==> src/include/divsqrt_defines.svh <==
// divsqrt defines: datapath widths, iteration counts, tag width and pipeline depths
`ifndef DIVSQRT_DEFINES_SVH
`define DIVSQRT_DEFINES_SVH

// ----------------------------------------------------------
// datapath
// ----------------------------------------------------------
`define DS_WIDTH 32        // operand and result width

// iterative core latency, one result bit per cycle
`define DS_DIV_STEPS 32    // one quotient bit per step
`define DS_SQRT_STEPS 16   // one root bit per step, two radicand bits consumed

// ----------------------------------------------------------
// handshake side
// ----------------------------------------------------------
`define DS_TAG_WIDTH 4     // user tag carried alongside each op

// register stages around the core
`define DS_IN_REGS 1       // between the input ports and the control block
`define DS_OUT_REGS 1      // between the control block and the output ports

`endif
==> src/hw/divsqrt_op_pkg.sv <==
// divsqrt operation package: operation select, status flags and data word types
`default_nettype none

`include "divsqrt_defines.svh"

package divsqrt_op_pkg;

  // ----------------------------------------------------------
  // arithmetic types
  // ----------------------------------------------------------
  typedef logic [`DS_WIDTH-1:0] ds_word_t;  // operand and result word

  // operation select
  typedef enum logic {
    DIV  = 1'b0,  // opa / opb, quotient
    SQRT = 1'b1   // floor(sqrt(opa)), opb ignored
  } ds_op_e;

  // status flags, subset of the usual fp flags
  typedef struct packed {
    logic dz;  // divide by zero
    logic nx;  // inexact, remainder was nonzero
  } ds_status_t;

endpackage

`default_nettype wire

==> src/hw/divsqrt_pipe_pkg.sv <==
// divsqrt pipeline package: payloads of the register pipelines and the control states
`default_nettype none

`include "divsqrt_defines.svh"

package divsqrt_pipe_pkg;

  typedef logic [`DS_TAG_WIDTH-1:0] ds_tag_t;  // user tag, returned unchanged

  // ----------------------------------------------------------
  // register pipeline payloads
  // ----------------------------------------------------------
  typedef struct packed {
    divsqrt_op_pkg::ds_word_t opa;  // dividend or radicand
    divsqrt_op_pkg::ds_word_t opb;  // divisor
    divsqrt_op_pkg::ds_op_e   op;
    ds_tag_t                  tag;
  } ds_in_payload_t;

  typedef struct packed {
    divsqrt_op_pkg::ds_word_t   result;
    divsqrt_op_pkg::ds_status_t status;
    ds_tag_t                    tag;
  } ds_out_payload_t;

  // control states
  typedef enum logic [1:0] {
    IDLE = 2'd0,  // waiting for work
    BUSY = 2'd1,  // core running
    HOLD = 2'd2   // result parked, downstream stalled
  } ds_state_e;

endpackage

`default_nettype wire

==> src/hw/divsqrt_core_if.sv <==
// divsqrt core interface: start/done link between the control block and the iterative core
`timescale 1ns/1ns
`default_nettype none

interface divsqrt_core_if;
  import divsqrt_op_pkg::*;

  // request side, driven by the control block
  logic     start;  // one cycle pulse, core idle
  ds_op_e   op;
  ds_word_t opa;
  ds_word_t opb;
  logic     abort;  // flush, core back to idle at once

  // response side, driven by the core
  logic       done;    // one cycle pulse on the last step
  ds_word_t   result;  // valid with done
  ds_status_t status;  // valid with done

  modport ctrl (
    output start, op, opa, opb, abort,
    input  done, result, status
  );

  modport core (
    input  start, op, opa, opb, abort,
    output done, result, status
  );

endinterface

`default_nettype wire

==> src/hw/divsqrt_top.sv <==
// divsqrt top: input pipeline, control, iterative core and output pipeline on plain ports
`timescale 1ns/1ns
`default_nettype none

`include "divsqrt_defines.svh"

module divsqrt_top (
  input  logic                       clk_i,
  input  logic                       arst_n_i,
  input  divsqrt_op_pkg::ds_word_t   opa_i,
  input  divsqrt_op_pkg::ds_word_t   opb_i,
  input  divsqrt_op_pkg::ds_op_e     op_i,
  input  divsqrt_pipe_pkg::ds_tag_t  tag_i,
  input  logic                       in_valid_i,
  output logic                       in_ready_o,
  output divsqrt_op_pkg::ds_word_t   result_o,
  output divsqrt_op_pkg::ds_status_t status_o,
  output divsqrt_pipe_pkg::ds_tag_t  tag_o,
  output logic                       out_valid_o,
  input  logic                       out_ready_i,
  input  logic                       flush_i,
  output logic                       busy_o
);
  import divsqrt_pipe_pkg::*;

  ds_in_payload_t  in_data, ctrl_in_data;    // ports side / control side
  ds_out_payload_t ctrl_out_data, out_data;
  logic            ctrl_in_valid, ctrl_in_ready;
  logic            ctrl_out_valid, ctrl_out_ready;
  logic            in_busy, ctrl_busy, out_busy;

  divsqrt_core_if u_core_if ();

  // pack the request
  assign in_data.opa = opa_i;
  assign in_data.opb = opb_i;
  assign in_data.op  = op_i;
  assign in_data.tag = tag_i;

  divsqrt_pipe_regs #(
    .payload_t (ds_in_payload_t),
    .NUM_REGS  (`DS_IN_REGS)
  ) u_in_pipe (
    .clk_i       (clk_i),
    .arst_n_i    (arst_n_i),
    .flush_i     (flush_i),
    .in_data_i   (in_data),
    .in_valid_i  (in_valid_i),
    .in_ready_o  (in_ready_o),
    .out_data_o  (ctrl_in_data),
    .out_valid_o (ctrl_in_valid),
    .out_ready_i (ctrl_in_ready),
    .busy_o      (in_busy)
  );

  divsqrt_ctrl u_ctrl (
    .clk_i       (clk_i),
    .arst_n_i    (arst_n_i),
    .flush_i     (flush_i),
    .in_data_i   (ctrl_in_data),
    .in_valid_i  (ctrl_in_valid),
    .in_ready_o  (ctrl_in_ready),
    .out_data_o  (ctrl_out_data),
    .out_valid_o (ctrl_out_valid),
    .out_ready_i (ctrl_out_ready),
    .busy_o      (ctrl_busy),
    .core_if     (u_core_if.ctrl)
  );

  divsqrt_iter u_iter (
    .clk_i    (clk_i),
    .arst_n_i (arst_n_i),
    .core_if  (u_core_if.core)
  );

  divsqrt_pipe_regs #(
    .payload_t (ds_out_payload_t),
    .NUM_REGS  (`DS_OUT_REGS)
  ) u_out_pipe (
    .clk_i       (clk_i),
    .arst_n_i    (arst_n_i),
    .flush_i     (flush_i),
    .in_data_i   (ctrl_out_data),
    .in_valid_i  (ctrl_out_valid),
    .in_ready_o  (ctrl_out_ready),
    .out_data_o  (out_data),
    .out_valid_o (out_valid_o),
    .out_ready_i (out_ready_i),
    .busy_o      (out_busy)
  );

  // unpack the response
  assign result_o = out_data.result;
  assign status_o = out_data.status;
  assign tag_o    = out_data.tag;
  assign busy_o   = in_busy | ctrl_busy | out_busy;  // anything in flight

endmodule

`default_nettype wire

==> src/hw/divsqrt_iter.sv <==
// divsqrt iterative core: restoring unsigned divide and integer square root, one bit per cycle
`timescale 1ns/1ns
`default_nettype none

`include "divsqrt_defines.svh"

module divsqrt_iter (
  input  logic         clk_i,
  input  logic         arst_n_i,
  divsqrt_core_if.core core_if
);
  import divsqrt_op_pkg::*;

  localparam int unsigned W     = `DS_WIDTH;
  localparam int unsigned CNT_W = $clog2(`DS_DIV_STEPS + 1);

  // control
  logic             busy_q;
  logic [CNT_W-1:0] cnt_q;     // steps left, last step when 1
  logic             last;      // final step this cycle
  logic             start_dz;  // divisor zero seen at start
  // datapath
  ds_op_e   op_q;
  logic     dz_q;
  ds_word_t rem_q;   // partial remainder
  ds_word_t work_q;  // div: dividend out, quotient in; sqrt: radicand out
  ds_word_t opb_q;   // div: divisor; sqrt: partial root
  // one restoring step
  logic [W+1:0] shift_val;  // remainder with next operand bits
  logic [W+1:0] sub_val;    // divisor or trial root
  logic [W+2:0] diff;       // msb is the borrow
  logic         take;       // trial fits, result bit is 1
  ds_word_t     rem_n;
  ds_word_t     work_n;
  ds_word_t     opb_n;

  assign start_dz = (core_if.op == DIV) && (core_if.opb == '0);

  // ----------------------------------------------------------
  // step logic
  // ----------------------------------------------------------
  always_comb begin
    if (op_q == SQRT) begin
      shift_val = {rem_q, work_q[W-1 -: 2]};  // two radicand bits per step
      sub_val   = {opb_q, 2'b01};             // 4*root + 1
    end else begin
      shift_val = {1'b0, rem_q, work_q[W-1]};
      sub_val   = {2'b00, opb_q};
    end
    diff  = {1'b0, shift_val} - {1'b0, sub_val};
    take  = ~diff[W+2];
    // remainder stays below divisor / 2*root+1, fits W bits either way
    rem_n = take ? diff[W-1:0] : shift_val[W-1:0];
    if (op_q == SQRT) begin
      work_n = {work_q[W-3:0], 2'b00};
      opb_n  = {opb_q[W-2:0], take};  // root grows one bit
    end else begin
      work_n = {work_q[W-2:0], take};  // quotient bit in at the bottom
      opb_n  = opb_q;
    end
  end

  // done and result come from the last step itself, not from its register
  assign last         = busy_q && (cnt_q == CNT_W'(1));
  assign core_if.done = last;

  always_comb begin
    if (dz_q) begin
      core_if.result    = '1;  // all ones on divide by zero
      core_if.status.dz = 1'b1;
      core_if.status.nx = 1'b0;
    end else begin
      core_if.result    = (op_q == SQRT) ? opb_n : work_n;
      core_if.status.dz = 1'b0;
      core_if.status.nx = (rem_n != '0);  // leftover remainder
    end
  end

  // ----------------------------------------------------------
  // registers
  // ----------------------------------------------------------
  always_ff @(posedge clk_i or negedge arst_n_i) begin
    if (!arst_n_i) begin
      busy_q <= 1'b0;
      cnt_q  <= '0;
    end else if (core_if.abort) begin
      busy_q <= 1'b0;
      cnt_q  <= '0;
    end else if (core_if.start) begin
      busy_q <= 1'b1;
      if (start_dz) begin
        cnt_q <= CNT_W'(1);  // finishes next cycle
      end else if (core_if.op == SQRT) begin
        cnt_q <= CNT_W'(`DS_SQRT_STEPS);
      end else begin
        cnt_q <= CNT_W'(`DS_DIV_STEPS);
      end
    end else if (busy_q) begin
      busy_q <= ~last;
      cnt_q  <= cnt_q - CNT_W'(1);
    end
  end

  always_ff @(posedge clk_i) begin
    if (core_if.start) begin
      op_q   <= core_if.op;
      dz_q   <= start_dz;
      rem_q  <= '0;
      work_q <= core_if.opa;
      opb_q  <= (core_if.op == SQRT) ? '0 : core_if.opb;  // root starts at 0
    end else if (busy_q) begin
      rem_q  <= rem_n;
      work_q <= work_n;
      opb_q  <= opb_n;
    end
  end

endmodule

`default_nettype wire

==> src/hw/divsqrt_ctrl.sv <==
// divsqrt control: starts one core op at a time, tracks its tag and parks a stalled result
`timescale 1ns/1ns
`default_nettype none

module divsqrt_ctrl (
  input  logic                              clk_i,
  input  logic                              arst_n_i,
  input  logic                              flush_i,
  input  divsqrt_pipe_pkg::ds_in_payload_t  in_data_i,
  input  logic                              in_valid_i,
  output logic                              in_ready_o,
  output divsqrt_pipe_pkg::ds_out_payload_t out_data_o,
  output logic                              out_valid_o,
  input  logic                              out_ready_i,
  output logic                              busy_o,
  divsqrt_core_if.ctrl                      core_if
);
  import divsqrt_op_pkg::*;
  import divsqrt_pipe_pkg::*;

  ds_state_e  state_q, state_d;
  logic       op_start;       // input accepted and sent to the core
  logic       hold_load;      // park the core result this cycle
  logic       data_held;      // hold register drives the output
  ds_tag_t    tag_q;          // tag of the op in the core
  ds_word_t   held_result_q;
  ds_status_t held_status_q;

  // ----------------------------------------------------------
  // state machine
  // ----------------------------------------------------------
  always_comb begin
    in_ready_o  = 1'b0;
    out_valid_o = 1'b0;
    hold_load   = 1'b0;
    data_held   = 1'b0;
    busy_o      = 1'b0;
    state_d     = state_q;

    unique case (state_q)
      IDLE: begin
        in_ready_o = 1'b1;  // core is free
        if (in_valid_i) begin
          state_d = BUSY;
        end
      end
      BUSY: begin
        busy_o = 1'b1;
        if (core_if.done) begin
          out_valid_o = 1'b1;  // core outputs go straight out
          if (out_ready_i) begin
            state_d    = IDLE;
            in_ready_o = 1'b1;  // next op may start right away
            if (in_valid_i) begin
              state_d = BUSY;
            end
          end else begin
            hold_load = 1'b1;  // downstream stalled, park it
            state_d   = HOLD;
          end
        end
      end
      HOLD: begin
        busy_o      = 1'b1;
        data_held   = 1'b1;
        out_valid_o = 1'b1;
        if (out_ready_i) begin
          state_d    = IDLE;
          in_ready_o = 1'b1;
          if (in_valid_i) begin
            state_d = BUSY;
          end
        end
      end
      default: state_d = IDLE;
    endcase

    // flush wins over everything
    if (flush_i) begin
      busy_o      = 1'b0;
      out_valid_o = 1'b0;
      state_d     = IDLE;
    end
  end

  always_ff @(posedge clk_i or negedge arst_n_i) begin
    if (!arst_n_i) begin
      state_q <= IDLE;
    end else begin
      state_q <= state_d;
    end
  end

  // ----------------------------------------------------------
  // core request
  // ----------------------------------------------------------
  assign op_start      = in_valid_i & in_ready_o & ~flush_i;
  assign core_if.start = op_start;
  assign core_if.op    = in_data_i.op;
  assign core_if.opa   = in_data_i.opa;
  assign core_if.opb   = in_data_i.opb;
  assign core_if.abort = flush_i;  // running op is dropped

  // tag follows the op through the core, result registers park a refused result
  always_ff @(posedge clk_i) begin
    if (op_start) begin
      tag_q <= in_data_i.tag;
    end
    if (hold_load) begin
      held_result_q <= core_if.result;
      held_status_q <= core_if.status;
    end
  end

  // output select, parked data first
  assign out_data_o.result = data_held ? held_result_q : core_if.result;
  assign out_data_o.status = data_held ? held_status_q : core_if.status;
  assign out_data_o.tag    = tag_q;

endmodule

`default_nettype wire

==> src/hw/divsqrt_pipe_regs.sv <==
// divsqrt register pipeline: valid/ready enable-register chain with flush, any payload type
`timescale 1ns/1ns
`default_nettype none

module divsqrt_pipe_regs #(
  parameter type         payload_t = logic,
  parameter int unsigned NUM_REGS  = 1
) (
  input  logic     clk_i,
  input  logic     arst_n_i,
  input  logic     flush_i,     // drops every item in the chain
  input  payload_t in_data_i,
  input  logic     in_valid_i,
  output logic     in_ready_o,
  output payload_t out_data_o,
  output logic     out_valid_o,
  input  logic     out_ready_i,
  output logic     busy_o       // any stage holds a valid item
);

  // index i is the signal after i stages, index 0 is the input side
  payload_t          data_q  [0:NUM_REGS];
  logic              valid_q [0:NUM_REGS];
  logic              ready   [0:NUM_REGS];  // combinational, runs backwards
  logic [NUM_REGS:0] busy_vec;              // bit 0 is the unregistered input

  assign data_q[0]   = in_data_i;
  assign valid_q[0]  = in_valid_i;
  assign busy_vec[0] = 1'b0;  // input not yet taken, not in flight
  assign in_ready_o  = ready[0];

  // ----------------------------------------------------------
  // stages
  // ----------------------------------------------------------
  for (genvar i = 0; i < NUM_REGS; i++) begin : gen_stage
    // advance when the next stage moves on or only holds a bubble
    assign ready[i] = ready[i+1] | ~valid_q[i+1];

    always_ff @(posedge clk_i or negedge arst_n_i) begin
      if (!arst_n_i) begin
        valid_q[i+1] <= 1'b0;
      end else if (flush_i) begin
        valid_q[i+1] <= 1'b0;  // sync clear beats a transfer
      end else if (ready[i]) begin
        valid_q[i+1] <= valid_q[i];
      end
    end

    // payload only moves with a real item
    always_ff @(posedge clk_i) begin
      if (ready[i] && valid_q[i]) begin
        data_q[i+1] <= data_q[i];
      end
    end

    assign busy_vec[i+1] = valid_q[i+1];
  end

  // downstream ready enters at the far end
  assign ready[NUM_REGS] = out_ready_i;
  assign out_data_o      = data_q[NUM_REGS];
  assign out_valid_o     = valid_q[NUM_REGS];
  assign busy_o          = |busy_vec;

endmodule

`default_nettype wire

==> config.mk <==
export PLATFORM = sky130hd
export DESIGN_NAME = divsqrt_top
export DESIGN_NICKNAME = d
export VERILOG_FILES = /design/src/hw/divsqrt_op_pkg.sv /design/src/hw/divsqrt_pipe_pkg.sv /design/src/hw/divsqrt_core_if.sv /design/src/hw/divsqrt_top.sv /design/src/hw/divsqrt_iter.sv /design/src/hw/divsqrt_ctrl.sv /design/src/hw/divsqrt_pipe_regs.sv
export VERILOG_INCLUDE_DIRS = /design/src /design/src/include
export SDC_FILE = /design/constraint.sdc
export NUM_CORES = 1
export LEC_CHECK = 0
export ABC_CLOCK_PERIOD_IN_PS = 12750
export BUFFER_PORTS_ARGS = -buffer_cell sky130_fd_sc_hd__buf_2
export CAP_MARGIN = 20
export CORE_ASPECT_RATIO = 1.5
export CORE_MARGIN = 3
export CORE_UTILIZATION = 25
export DETAILED_ROUTE_END_ITERATION = 6
export GPL_ROUTABILITY_DRIVEN = 0
export SYNTH_ARGS = -nofsm -noshare
export SYNTH_HDL_FRONTEND = slang
export SYNTH_SLANG_ARGS = --single-unit
==> constraint.sdc <==
create_clock -name clk_i -period 12.75 [get_ports clk_i]
set_input_delay 0 -clock clk_i [delete_from_list [all_inputs] [get_ports clk_i]]
set_output_delay 0 -clock clk_i [all_outputs]
set_load 0.1 [all_outputs]
==> run_results.csv <==
group,metric,value,unit
sta,max_freq,175,MHz
clock_tree,cts.path.max_buffers,3,
detailed_routing,vias,9987,
power,cellLeakagePower,5.86,nW
floorplanning,dieArea,0.0567,mm^2
setup_path,required,13060,ps
synthesis,ys_seq_elements,254,
clock_tree,cts_root_buf,"clkbuf_16",
synthesis,yosysMostFrequentCell,"edfxtp_1",
floorplanning,initial_core_util,0.254,
detailed_routing,dr.pass1.iters,7,
setup_path,critPathArrivalTime,6020,ps
synthesis,synthesis.nets,1331,
detailed_routing,wire_per_inst,17.1,um
setup_path,critPathMaxFanout,95,
hold_path,hold_depth,2,
final_layout,nets,1480,
power,ir_drop,107,uV
synthesis,synth.area.top_cells,"edfxtp_1, a21oi_1, mux2_2, dfxtp_1, ha_1",
place,dp_hpwl,25.2,mm
sta,fin_crit_sh,0.448,
place,port_buffers,114,
synthesis,synth_cell_types,68,
synthesis,synth_commonest_cells,"edfxtp_1, a21oi_1, nor2_1",
clock_tree,cts_tree,"built",
synthesis,synth_edf_count,211,
setup_path,critical_path_class,"flop to flop",
sta,skew,10.5,ps
sta,rsz0062_at_grt,"no",
sta,period_needed,5710,ps
final_layout,synthToLayoutAreaGrowth,21.9,%
synthesis,synth_cells,1216,
sta,hold_viol_final,0,
sta,tns,0,ps
sta,setup_violations,0,
synthesis,syn_area_per_cell,11.1,um^2
synthesis,synth_seq_area_share,0.539,
floorplanning,core_area,0.0530,mm^2
grt,grt_usage,0.119,
floorplanning,die_w,195,um
clock_tree,cts_sinks,254,
sta,tightest_slew,1020,ps
detailed_routing,drc,0,
synthesis,synth_top_area_cell,"edfxtp_1",
grt,grt_pass1_wl,54.5,mm
synthesis,synth_top_area_frac,0.471,
grt,grt_pass1_vias,9830,
detailed_routing,routed_wl,35.3,mm
grt,grt-ovfl-total,0,
power,power.density,195,mW/mm^2
grt,antenna_found_initial,0,
place,placedCellCount,1938,
synthesis,synth_area,0.0135,mm^2
floorplanning,rows,103,
setup_path,ff2ff_path_depth,16,
sta,drv_slew,0,
clock_tree,htree_levels,1,
grt,grt_max_degree,127,
setup_path,cp-end-kind,"flop",
clock_tree,clkTransAtPathRegs,60,ps
synthesis,yosysWarnings,0,
final_layout,antenna_cells,0,
final_layout,drive_gt1_frac,0.185,
detailed_routing,drt-initial-drc-count,639,
detailed_routing,ant_nets,0,
hold_path,hold_class,"primary input to flop",
run_status,outcome,"finished, final reports clean",
floorplanning,die_y,290,um
synthesis,synth_ff_type,"edfxtp_1",
setup_path,start_kind,"flop",
job,cap_violations,0,
floorplanning,io_pins,115,
detailed_routing,vias_per_cell,4.83,
clock_tree,insertion_delay,560,ps
clock_tree,cts_buffers,28,
final_layout,instances_no_fill,2068,
sta,slew_headroom,0.320,
synthesis,synthArstFlopShare,0.0433,
-- kinds of logic (layout without fill, tap and decap cells) --
logic type | after synthesis | in the layout | share of synthesized area
buffers and inverters | 103 | 273 | 0.0306
and+or+nand+nor | 338 | 338 | 0.131
adders and majority gates | 41 | 41 | 0.0387
xor gates and xnor gates | 35 | 35 | 0.0228
AOI/OAI and AO/OA | 348 | 348 | 0.161
muxes | 97 | 97 | 0.0778
DFF | 254 | 254 | 0.539
-- critical path, stage by stage (launching register included) --
cell and delay, ps:
edfxtp_1 320, buf_4 740, buf_4 560, buf_16 310
nor2b_1 100, a21oi_1 130, ha_1 310, a21oi_1 340
o21ai_2 140, a21oi_1 360, a2111oi_4 150, or2_2 330
a21boi_2 670, o31ai_1 240, a2111oi_2 240, a41oi_1 210
mux2_2 300
-- final timing paths --
path / from / slack [ps] / end
max in group asynchronous: arst_n_i / 11850 / u_iter.busy_q
max: u_iter.op_q / 7040 / u_out_pipe.out_data_o[4]
min: opb_i[5] / 140 / u_in_pipe.out_data_o[10]
max reg2reg: u_iter.op_q / 7040 / u_out_pipe.out_data_o[4]
min reg2reg: u_ctrl.tag_q[3] / 420 / u_out_pipe.out_data_o[3]
min in group asynchronous: arst_n_i / 510 / u_iter.busy_q
-- stage by stage --
step                      hold slack, ps  instance area, um^2  power, W  utilization  setup slack [ps]
final                                144                16400   0.00320        0.310              7040
after global routing                 124                16400   0.00340        0.310              6520
after CTS                            114                16300   0.00321        0.308              6510
after detailed placement           -94.0                14600   0.00235        0.276              6550
after global placement              -102                14600   0.00233        0.276              6700
after floorplan                     -296                13500   0.00203            -              7990
-- cell type report --
cell class	count	area [um^2]
inverter	20	75.1
sequential	254	7250
tap	682	853
fill	5326	36600
clock inverter	20	220
multi-input combinational	859	5810
timing repair buffer	202	1470
clock buffer	31	712
-- placed cells by master (no fill, tap or decap), types with 40 or more instances in the layout --
| master | n |
|---|---|
| ha_1 | 40 |
| nor2b_1 | 66 |
| nand2_1 | 46 |
| a21oi_1 | 174 |
| buf_2 | 114 |
| o21ai_0 | 50 |
| nor2_1 | 109 |
| dlygate4sd3_1 | 76 |
| edfxtp_1 | 211 |
| mux2_2 | 61 |
-- state kept, by name (all words and copies together) (netlist names), 4 cells and up, named ones only --
register	count
u_iter.work_q	32
u_ctrl.tag_q	4
u_iter.cnt_q	6
u_iter.rem_q	32
u_ctrl.held_result_q	32
u_in_pipe.out_data_o	69
u_iter.opb_q	31
u_out_pipe.out_data_o	38
-- what timing repair did --
| action | 4_1_cts | 5_1_grt |
|---|---|---|
| hold buffers | 76 | 0 |
| endpoints found under the hold margin | 91 | 0 |
| gates resized for setup | 0 | 0 |
| setup buffers | 0 | 0 |
-- layer usage --
layer	part of all wire	vias up	track usage
li1	-	4868	-
met1	0.41	4767	0.142
met2	0.51	276	0.215
met3	0.042	76	0.0156
met4	0.039	0	0.0466
met5	0	-	0
-- power breakdown --
| group | total (W) | internal, W | switching (W) |
|---|---|---|---|
| registers | 0.00109 | 0.00102 | 0.0000738 |
| clock network | 0.000818 | 0.000484 | 0.000335 |
| logic | 0.00129 | 0.000505 | 0.000786 |
| total | 0.00320 | 0.00201 | 0.00119 |
(Power assumes the default switching activity.)
